`config.mk`:
```
export PLATFORM = sky130hd
export DESIGN_NAME = cpuProbeBoard
export DESIGN_NICKNAME = d
export VERILOG_FILES = /design/src/busPkg.sv /design/src/lcdPkg.sv /design/src/buttonDebounce.sv /design/src/cpuProbeBoard.sv /design/src/hexByteWriter.sv /design/src/lcdController.sv /design/src/phaseClockGen.sv /design/src/probeMemory.sv
export VERILOG_INCLUDE_DIRS = /design/src /design/src/src
export SDC_FILE = /design/constraint.sdc
export NUM_CORES = 2
export LEC_CHECK = 0
export ABC_AREA = 1
export BUFFER_PORTS_ARGS = -buffer_cell sky130_fd_sc_hd__buf_4
export CAP_MARGIN = 40
export CORE_AREA = 2 2 459 461
export CTS_BUF_LIST = sky130_fd_sc_hd__clkbuf_8
export CTS_CLUSTER_DIAMETER = 80
export DETAILED_ROUTE_END_ITERATION = 12
export DIE_AREA = 0 0 461 463
export PLACE_DENSITY_LB_ADDON = 0.2
export SLEW_MARGIN = 15
export SYNTH_ARGS = -nofsm -noshare
export SYNTH_HDL_FRONTEND = slang
export SYNTH_HIERARCHICAL = 1
export SYNTH_SLANG_ARGS = --single-unit
```
`constraint.sdc`:
```
create_clock -name userClk -period 2.6 [get_ports userClk]
set_input_delay 0.26 -clock userClk [delete_from_list [all_inputs] [get_ports userClk]]
set_output_delay 0.26 -clock userClk [all_outputs]
set_load 0.01 [all_outputs]
```
`src/board_defs.svh`:
```
// timing and sizing constants for the CPU probe harness
// values here are the short simulation counts; modules take them as parameter defaults
`ifndef BOARD_DEFS_SVH
`define BOARD_DEFS_SVH

// board clocks in half a CPU phase period
`define PHASE_DIV 4

// clocks a button level must hold before it is accepted
`define DEBOUNCE_CYCLES 8

// LCD power-up wait before the first init nibble
`define LCD_POWER_WAIT 64

// settle time after every LCD byte or init nibble
`define LCD_CMD_WAIT 16

// enable high time, and again the low time, per nibble
`define LCD_E_WIDTH 4

// probe memory depth as address bits, aliased over the 16-bit bus
`define MEM_ADDR_BITS 8

`endif

```
`src/busPkg.sv`:
```
// CPU bus types
// one bus cycle as driven by the external core, and the view shown on the board
`default_nettype none

package busPkg;

    // one CPU bus cycle
    typedef struct packed {
        logic [15:0] addr;
        logic [7:0]  wData;   // valid when rw is low
        logic        rw;      // 1 = read, 0 = write
    } cpuBusT;

    // what the harness shows on LEDs and LCD
    typedef struct packed {
        logic [7:0] addrLow;
        logic [7:0] dataByte;   // byte on the data bus this cycle
    } busViewT;

endpackage

`default_nettype wire

```
`src/lcdPkg.sv`:
```
// LCD types
// pin bundle, controller and hex writer states, and HD44780 opcodes
`default_nettype none

package lcdPkg;

    // 4-bit HD44780 interface pins
    typedef struct packed {
        logic       rs;   // 1 = character, 0 = command
        logic       rw;
        logic       e;
        logic [3:0] db;   // DB7..DB4
    } lcdPinsT;

    typedef enum logic [2:0] {
        powerWait,
        initNibble,
        idle,
        sendHigh,
        sendLow,
        cmdWait
    } lcdStateT;

    typedef enum logic [2:0] {
        hexIdle,
        sendHi,
        waitHi,
        sendLo,
        waitLo
    } hexStateT;

    typedef enum logic [7:0] {
        funcSet4Bit  = 8'h28,   // 4-bit bus, 2 lines, 5x8 font
        entryMode    = 8'h06,   // increment, no shift
        displayOn    = 8'h0C,   // display on, cursor off
        clearDisplay = 8'h01
    } lcdCmdT;

endpackage

`default_nettype wire

```
`src/buttonDebounce.sv`:
```
// push button debouncer
// 2-flop synchroniser, stable-count filter, one pulse per accepted press
`default_nettype none
`include "board_defs.svh"

module buttonDebounce #(
    parameter int debounceCycles = `DEBOUNCE_CYCLES
) (
    input  wire logic userClk,
    input  wire logic arstN,
    input  wire logic button,
    output logic      press
);

    localparam int cntW = $clog2(debounceCycles + 1);
    localparam logic [cntW-1:0] lastCnt = cntW'(debounceCycles - 1);

    logic [1:0]      syncQ;
    logic            level;    // accepted button level
    logic            levelQ;
    logic [cntW-1:0] stableCnt;

    always_ff @(posedge userClk or negedge arstN) begin
        if (!arstN) begin
            syncQ     <= '0;
            level     <= 1'b0;
            levelQ    <= 1'b0;
            stableCnt <= '0;
            press     <= 1'b0;
        end else begin
            syncQ <= {syncQ[0], button};
            if (syncQ[1] == level) begin
                stableCnt <= '0;   // any bounce restarts the count
            end else if (stableCnt == lastCnt) begin
                stableCnt <= '0;
                level     <= syncQ[1];
            end else begin
                stableCnt <= stableCnt + 1'b1;
            end
            levelQ <= level;
            press  <= level & ~levelQ;   // release gives nothing
        end
    end

endmodule

`default_nettype wire

```
`src/cpuProbeBoard.sv`:
```
// CPU probe board top level
// phase clock, bus memory, LED view and button-driven hex dump to the LCD
`default_nettype none

module cpuProbeBoard (
    input  wire logic           userClk,
    input  wire logic           arstN,
    input  wire busPkg::cpuBusT bus,
    output logic [7:0]          busRData,
    output logic                phi0,
    output logic                phi0Rise,
    input  wire logic           showButton,
    input  wire logic           clearButton,
    output logic [7:0]          leds,
    output logic                initLed,
    output lcdPkg::lcdPinsT     lcd
);

    import busPkg::*;

    busViewT    view;
    logic       showPulse;
    logic       clearPulse;
    logic       initDone;
    logic       writeStart;
    logic       writeDone;
    logic [7:0] charData;

    // the memory drives the data bus on reads, the CPU on writes
    assign view.addrLow  = bus.addr[7:0];
    assign view.dataByte = bus.rw ? busRData : bus.wData;
    assign leds          = view.addrLow;
    assign initLed       = initDone;

    phaseClockGen phaseGen (.userClk, .arstN, .phi0, .phi0Rise);

    buttonDebounce showDeb (.userClk, .arstN, .button(showButton), .press(showPulse));

    buttonDebounce clearDeb (.userClk, .arstN, .button(clearButton), .press(clearPulse));

    probeMemory mem (.userClk, .arstN, .bus, .phi0Rise, .rData(busRData));

    hexByteWriter hexWriter (
        .userClk, .arstN,
        .show     (showPulse),
        .dataByte (view.dataByte),
        .initDone, .writeDone, .writeStart, .charData
    );

    lcdController lcdCtrl (
        .userClk, .arstN, .writeStart, .charData,
        .clearAll (clearPulse),
        .initDone, .writeDone,
        .pins     (lcd)
    );

endmodule

`default_nettype wire

```
`src/hexByteWriter.sv`:
```
// hex byte writer
// latches a bus byte on a press and sends it to the LCD as two ASCII hex digits
`default_nettype none

module hexByteWriter (
    input  wire logic  userClk,
    input  wire logic  arstN,
    input  wire logic  show,
    input  wire logic [7:0] dataByte,
    input  wire logic  initDone,
    input  wire logic  writeDone,
    output logic       writeStart,
    output logic [7:0] charData
);

    import lcdPkg::*;

    hexStateT   state;
    logic [3:0] loNibble;   // second digit waits here

    function automatic logic [7:0] hexAscii(input logic [3:0] nib);
        logic [7:0] wide;
        wide = {4'h0, nib};
        if (nib < 4'd10) begin
            return 8'h30 + wide;   // '0'..'9'
        end
        return 8'h37 + wide;       // 'A'..'F'
    endfunction

    always_ff @(posedge userClk or negedge arstN) begin
        if (!arstN) begin
            state      <= hexIdle;
            writeStart <= 1'b0;
            charData   <= '0;
            loNibble   <= '0;
        end else begin
            writeStart <= 1'b0;
            case (state)
                hexIdle: if (show && initDone) begin   // presses while busy are dropped
                    loNibble   <= dataByte[3:0];
                    charData   <= hexAscii(dataByte[7:4]);
                    writeStart <= 1'b1;
                    state      <= sendHi;
                end
                sendHi: state <= waitHi;
                waitHi: if (writeDone) begin
                    charData   <= hexAscii(loNibble);
                    writeStart <= 1'b1;
                    state      <= sendLo;
                end
                sendLo: state <= waitLo;
                waitLo: if (writeDone) begin
                    state <= hexIdle;
                end
                default: state <= hexIdle;
            endcase
        end
    end

    startInSend: assert property (@(posedge userClk) disable iff (!arstN)
        writeStart |-> state inside {sendHi, sendLo});

    // controller only reports completion of a character this block started
    doneWhileWaiting: assert property (@(posedge userClk) disable iff (!arstN)
        writeDone |-> state inside {waitHi, waitLo});

endmodule

`default_nettype wire

```
`src/lcdController.sv`:
```
// HD44780 LCD controller, 4-bit mode
// timed power-up init, then character writes and clear commands as strobed nibbles
`default_nettype none
`include "board_defs.svh"

module lcdController #(
    parameter int lcdPowerWait = `LCD_POWER_WAIT,
    parameter int lcdCmdWait   = `LCD_CMD_WAIT,
    parameter int lcdEWidth    = `LCD_E_WIDTH
) (
    input  wire logic       userClk,
    input  wire logic       arstN,
    input  wire logic       writeStart,
    input  wire logic [7:0] charData,
    input  wire logic       clearAll,
    output logic            initDone,
    output logic            writeDone,
    output lcdPkg::lcdPinsT pins
);

    import lcdPkg::*;

    localparam int longest  = (lcdPowerWait > lcdCmdWait) ? lcdPowerWait : lcdCmdWait;
    localparam int maxCount = (longest > 2 * lcdEWidth) ? longest : 2 * lcdEWidth;
    localparam int timerW   = $clog2(maxCount + 1);
    localparam logic [timerW-1:0] powerLast = timerW'(lcdPowerWait - 1);
    localparam logic [timerW-1:0] cmdLast   = timerW'(lcdCmdWait - 1);
    localparam logic [timerW-1:0] eLast     = timerW'(lcdEWidth - 1);
    localparam logic [timerW-1:0] nibLast   = timerW'(2 * lcdEWidth - 1);

    lcdStateT          state;
    logic [timerW-1:0] timer;
    logic [2:0]        step;      // init sequence position, 0..3 nibbles, 4..7 bytes
    logic [7:0]        byteReg;
    logic              rsReg;
    logic              eReg;
    logic              clearPend;
    logic              charPend;  // character that arrived during a clear
    logic [7:0]        charReg;

    function automatic logic [7:0] initByte(input logic [2:0] idx);
        lcdCmdT cmd;
        case (idx)
            3'd4:    cmd = funcSet4Bit;
            3'd5:    cmd = displayOn;
            3'd6:    cmd = entryMode;
            default: cmd = clearDisplay;
        endcase
        return cmd;
    endfunction

    always_ff @(posedge userClk or negedge arstN) begin
        if (!arstN) begin
            state     <= powerWait;
            timer     <= '0;
            step      <= '0;
            byteReg   <= '0;
            rsReg     <= 1'b0;
            eReg      <= 1'b0;
            initDone  <= 1'b0;
            writeDone <= 1'b0;
            clearPend <= 1'b0;
            charPend  <= 1'b0;
            charReg   <= '0;
        end else begin
            writeDone <= 1'b0;
            if (clearAll) clearPend <= 1'b1;
            if (writeStart) begin
                charPend <= 1'b1;
                charReg  <= charData;
            end
            case (state)
                powerWait: if (timer == powerLast) begin
                    timer <= '0;
                    eReg  <= 1'b1;
                    state <= initNibble;
                end else begin
                    timer <= timer + 1'b1;
                end
                initNibble, sendHigh, sendLow: begin
                    if (timer == eLast) eReg <= 1'b0;
                    if (timer == nibLast) begin
                        timer <= '0;
                        if (state == sendHigh) begin
                            eReg  <= 1'b1;
                            state <= sendLow;
                        end else begin
                            state <= cmdWait;
                        end
                    end else begin
                        timer <= timer + 1'b1;
                    end
                end
                cmdWait: if (timer == cmdLast) begin
                    timer <= '0;
                    if (initDone) begin
                        state     <= idle;
                        writeDone <= rsReg;   // commands finish without a done pulse
                    end else if (step == 3'd7) begin
                        initDone <= 1'b1;
                        state    <= idle;
                    end else begin
                        step <= step + 1'b1;
                        eReg <= 1'b1;
                        if (step < 3'd3) begin
                            state <= initNibble;
                        end else begin
                            byteReg <= initByte(step + 3'd1);
                            state   <= sendHigh;
                        end
                    end
                end else begin
                    timer <= timer + 1'b1;
                end
                idle: if (writeStart || charPend) begin   // characters go before a pending clear
                    byteReg  <= writeStart ? charData : charReg;
                    rsReg    <= 1'b1;
                    charPend <= 1'b0;
                    eReg     <= 1'b1;
                    state    <= sendHigh;
                end else if (clearPend && !writeDone) begin   // writer gets its next digit first
                    byteReg   <= clearDisplay;
                    rsReg     <= 1'b0;
                    clearPend <= 1'b0;
                    eReg      <= 1'b1;
                    state     <= sendHigh;
                end
                default: state <= powerWait;
            endcase
        end
    end

    always_comb begin
        pins.rs = rsReg;
        pins.rw = 1'b0;   // write only, busy flag never polled
        pins.e  = eReg;
        case (state)
            initNibble: pins.db = (step == 3'd3) ? 4'h2 : 4'h3;
            sendLow:    pins.db = byteReg[3:0];
            default:    pins.db = byteReg[7:4];
        endcase
    end

    dbStableWhileE: assert property (@(posedge userClk) disable iff (!arstN)
        pins.e && $past(pins.e) |-> $stable(pins.db) && $stable(pins.rs));

    // writer must not start before init has finished
    startAfterInit: assert property (@(posedge userClk) disable iff (!arstN)
        writeStart |-> initDone);

endmodule

`default_nettype wire

```
`src/phaseClockGen.sv`:
```
// CPU phase generator
// divides the board clock into a phase level and a one-cycle rising strobe
`default_nettype none
`include "board_defs.svh"

module phaseClockGen #(
    parameter int phaseDiv = `PHASE_DIV
) (
    input  wire logic userClk,
    input  wire logic arstN,
    output logic      phi0,
    output logic      phi0Rise
);

    localparam int cntW = $clog2(phaseDiv + 1);
    localparam logic [cntW-1:0] lastCnt = cntW'(phaseDiv - 1);

    logic [cntW-1:0] divCnt;

    // clock-enable style divider, no derived clock leaves this block
    always_ff @(posedge userClk or negedge arstN) begin
        if (!arstN) begin
            divCnt   <= '0;
            phi0     <= 1'b0;
            phi0Rise <= 1'b0;
        end else if (divCnt == lastCnt) begin
            divCnt   <= '0;
            phi0     <= ~phi0;
            phi0Rise <= ~phi0;   // strobe lands together with the new high level
        end else begin
            divCnt   <= divCnt + 1'b1;
            phi0Rise <= 1'b0;
        end
    end

    // strobe only in the first cycle of a high phase
    riseOnEdge: assert property (@(posedge userClk) disable iff (!arstN)
        phi0Rise |-> phi0 && !$past(phi0));

endmodule

`default_nettype wire

```
`src/probeMemory.sv`:
```
// probe memory
// small byte RAM on the CPU bus, written at the phase strobe, read every clock
`default_nettype none
`include "board_defs.svh"

module probeMemory #(
    parameter int addrBits = `MEM_ADDR_BITS
) (
    input  wire logic           userClk,
    input  wire logic           arstN,
    input  wire busPkg::cpuBusT bus,
    input  wire logic           phi0Rise,
    output logic [7:0]          rData
);

    localparam int depth = 1 << addrBits;

    logic [7:0]          mem [depth];
    logic [addrBits-1:0] idx;

    assign idx = bus.addr[addrBits-1:0];   // upper address bits alias

    // one write per phase, only on CPU write cycles
    always_ff @(posedge userClk) begin
        if (phi0Rise && !bus.rw) begin
            mem[idx] <= bus.wData;
        end
    end

    // read port, old word if written on the same edge
    always_ff @(posedge userClk or negedge arstN) begin
        if (!arstN) begin
            rData <= '0;
        end else begin
            rData <= mem[idx];
        end
    end

endmodule

`default_nettype wire
```
==> Word-level counts from Yosys, hierarchy flattened <==
Memory sizes are Yosys's and may differ from the RTL's. A register that Yosys moved wholly into a read port is not among the register bits.
Index checks and enable logic that the tools add are counted.
{ "totals": {"ff_bits": 74, "ram_bits": 2048, "input_bits": 29, "out_inout_bits": 26, "elab_cells": 187, "memories": 1} }
{ "classes": {"n_addsub": 9, "magnitude_cmp": 3, "eq_ne": 33, "muxes": 78, "n_bitwise": 9, "reduce_logical": 26} }
{ "memory_table": {"columns": ["memory", "words", "width", "read_ports", "rd_ports_with_merged_regs", "wr", "line", "source"], "rows": [
  ["mem.mem", 256, 8, 1, 1, 1, "probeMemory.sv:18", "logic [7:0] mem [depth];"]
]} }
{ "op_table": {"columns": ["cell", "count"], "rows": [
  ["$mux W8", 14],
  ["$mux W1", 36],
  ["$mux W3", 11],
  ["$pmux W8 S2", 2],
  ["$add A6 B4 Y7 const A", 4],
  ["$eq A3 B3 Y1 const B", 7],
  ["$mux W7", 3],
  ["$pmux W7 S3", 1],
  ["$eq A3 B2 Y1 const B", 6],
  ["$pmux W6 S3", 1],
  ["$mux W4", 4],
  ["$pmux W3 S5", 1],
  ["$ne A2 B1 Y1 const B", 6],
  ["$pmux W3 S4", 1],
  ["$reduce_and A6 Y1", 2],
  ["$reduce_and A2 Y1", 5],
  ["$add A4 B1 Y4 const B", 2],
  ["$eq A4 B3 Y1 const B", 2],
  ["$lt A4 B4 Y1 const B", 2],
  ["$pmux W4 S2", 1],
  ["$reduce_and A4 Y1", 2],
  ["$add A7 B1 Y7 const B", 1],
  ["$eq A7 B2 Y1 const B", 1],
  ["$eq A7 B3 Y1 const B", 1],
  ["22 further kinds", 42]
]} }

==> Longest topological paths before layout <==
{ "depth": {"word_depth": 8, "mapped_depth": 16, "mapped_depth_nobuf": 13} }

==> Cells and area by module <==
Netlist, hierarchy kept.
{ "by_module_without_submodules": {"columns": ["module", "instances", "cells_per_inst", "area_each_um2", "seq_area_each_um2"], "rows": [
  ["probeMemory", 1, 7800, 84940.2, 61699.2],
  ["lcdController", 1, 286, 2194.6, 875.8],
  ["hexByteWriter", 1, 119, 910.9, 375.4],
  ["buttonDebounce", 2, 32, 331.6, 225.2],
  ["phaseClockGen", 1, 16, 181.4, 125.1],
  ["cpuProbeBoard", 1, 34, 165.2, 0.0]
]} }

==> Worst setup path after synthesis <==
Ideal clock, no wire load.
{ "synth_path": {"kind": "input port to flip-flop", "from": "input port bus[9] (netlist name)", "to": "memory mem.mem[100][0], enable pin", "setup_time_ps": 370, "t_arrival_ps": 1791, "t_required_ps": 2230, "slack_ps": 439, "stages": 8, "n_path_buf": 5, "path_cell_list": "buf_6 -> buf_6 -> buf_2 -> buf_2 -> nor3_2 -> nand2_1 -> buf_2 -> nor2_1"} }
{ "synth_rtl": {"columns": ["item", "line", "source"], "rows": [
  ["start, declared", "cpuProbeBoard.sv:8", "input wire busPkg::cpuBusT bus,"],
  ["end, declared", "probeMemory.sv:18", null]
]} }
Straight into the memory's write port.

==> out/qor.yml <==
outcome: "completed"
path_clk_slew_ps: 60
rows: 168
crit_path_max_fanout: 4
vias: 62010
drcViolationCount: 0
setup_viol: 0
ant_nets: 0
holdPathStages: 2
nets: 8991
critPathArrivalTime_ps: 2190
synthFlopType: "edfxtp_1"
hold_start: "bus[5]"
synth_seq_cells: 2129
peakVddDrop_v: 0.0004923
cts_buffers: 366
routed_wl_mm: 252.5
hold_violations: 0
grt-ovfl-total: 0
vias_per_cell: 5.155
fin_ws_ps: 152.9
ff2ff_setup_slack_ps: 160
tightestPinTransition_ps: 840.7
clockBufferDepth: 4
portBuffers: 45
drt_pre_antenna_iters: 5
post-route-period-util: 0.9412
syn2layout_area_growth_pct: 16.71
rr_endpoint: "mem/mem[184][5]"
grt_pass1_vias: 60780
cap_violations: 0
die_area_sq_um: 213400
layout-drive-gt1-share: 0.1347
clock-root-buffer: "clkbuf_8"
slew_viol_final: 0
clk_latency_ps: 1080
clock_sinks: 2129
die_w_um: 461
gp_congestion: 0.8708
die_h_um: 463
grt_util_all_layers: 0.2349
postLayoutCoreUtil: 0.4984
slew_headroom: 0.4375
synth_most_common_cell: "nand2_1"
first_iter_violations: 6037
grt_max_degree: 123
htree_levels: 5
post-place-ws_ps: -193.4
grt_pass1_wl_mm: 378.5
synthTopCellsByArea: "edfxtp_1 69%, nand2_1 18%, nand3_1 3.5%, dfrtp_1 2.3%, buf_2 1.7%"
start_util: 0.4271
yosys.area.top_type: "edfxtp_1"
syn_area_per_cell_sq_um: 10.71
synth.distinct_cells: 43
fin_crit_ps: 2447
start_kind: "register"
synth_nets: 8360
hold_end: "mem/mem[232][4]"
cp-end-kind: "output port"
avgRoutedWirePerCell_um: 20.99
rr_startpoint: "phaseGen/phi0Rise"
yosysTopAreaCellShare: 0.6906
r2r_cells: 9
fin_setup_tns_ps: 0
synth-warning-count: 6
power_density_nw_per_um2: 675.0
seq_area_frac_synth: 0.7133
synthCells: 8319
antenna_found_initial: 12
core_area_sq_um: 208500
dp_hpwl_mm: 155.1
ios: 55
cts_tree: "done"
synth_edf_count: 2048
syn-cell-area_sq_um: 89060
dp.cells: 11360
critPathKind: "reg -> out"
required_ps: 2340
hold_path.class: "in -> reg"
async_flop_share: 0.03805
fin_cells: 12030
ys_top_cells_by_count: "4259 x nand2_1, 2048 x edfxtp_1, 617 x nand3_1"
leakage_nw: 41.98
max_freq_mhz: 408.6
clock_skew_ps: 92.36
-- report_power, final --
part	leakage, nW	total, mW	internal (mW)	switching, mW
combinational	18.8	4.59	1.31	3.28
clock	3.73	27.8	14.4	13.4
sequential	19.4	37.8	37.7	0.127
total	42.0	70.2	53.4	16.8
-- flip-flops by register name, summed over array words and instances (netlist names), 4 cells and up --
signal / count
lcdCtrl/timer: 7
mem/mem: 2048
clearDeb/stableCnt: 4
mem/rData: 8
hexWriter/charData: 7
lcdCtrl/charReg: 8
hexWriter/loNibble: 4
lcdCtrl/byteReg: 8
showDeb/stableCnt: 4
-- routing by layer --
layer / routed length, um / track usage / vias to the layer above
li1: - / - / 29210
met1: 107400 / 0.3252 / 30020
met2: 117500 / 0.3741 / 2317
met4: 8102 / 0.08077 / 4
met5: 27 / 0 / -
met3: 19400 / 0.04085 / 465
-- timing repair --
item                                     CTS  global route
endpoints found under the setup margin     4             3
hold buffers                              23             0
gates resized for setup                   11             3
pin swaps                                  0             2
setup buffers                              6             2
endpoints found under the hold margin   2006             0
gates cloned                               0             0
-- cell families after synthesis --
family	share of synthesized area
compound gates	0.01094
xor+xnor	0.0002951
fa+ha+maj	0.001686
buf+inv	0.03018
flops	0.7133
mux	0.0001124
other cells	0.00008433
simple gates	0.2434
-- through the flow --
stage          total power, mW  hold slack, ps  area (sq um)
2_1_floorplan            40.74          -35.59         89060
3_3_place_gp             43.02           316.6         97040
3_5_place_dp             43.06           319.9         97040
4_1_cts                  70.82           78.09        103900
5_1_grt                  72.72           129.0        103900
6_report                 70.16           184.7        103900
-- worst max-delay path: stages (launching register included) --
cell     delay (ps)
dfrtp_2         450
nor2_4          160
nand2_4          80
buf_4           150
o22ai_1         170
buf_4           150
-- how the worst max path moves through the flow --
stage                                 from         endpoint  slack, ps  cells past startpoint
after global placement              bus[9]     mem/rData[5]       -200                     17
final                     lcdCtrl/state[1]           lcd[2]        150                      5
after floorplan                     bus[9]  mem/mem[100][0]        440                      8
after CTS                 lcdCtrl/state[1]           lcd[0]         20                      7
after detailed placement            bus[9]     mem/rData[5]       -190                     17
after global routing      lcdCtrl/state[1]           lcd[0]         -3                      5
-- final cells by class --
| cell class | count | area, sq um |
|---|---|---|
| Antenna cell | 2 | 5.005 |
| Clock inverter | 267 | 1389 |
| Timing Repair Buffer | 740 | 7032 |
| Multi-Input combinational cell | 5627 | 22970 |
| Inverter | 86 | 356.6 |
| Sequential cell | 2129 | 63530 |
| Tap cell | 2805 | 3510 |
| Fill cell | 18890 | 104600 |
| Clock buffer | 374 | 5147 |
-- cells in the final DEF (no fill, tap or decap), drive strengths merged, types with 5 or more instances in the layout --
cell	n
a21oi	16
buf	718
bufinv	11
clkbuf	374
clkinv	143
clkinvlp	8
dfrtp	81
dlygate4sd3	22
edfxtp	2048
ha	12
inv	191
nand2	4274
nand3	619
nand4	138
nor2	389
nor3	5
o21ai	157
No activity file was read; power rests on OpenSTA's default activity.
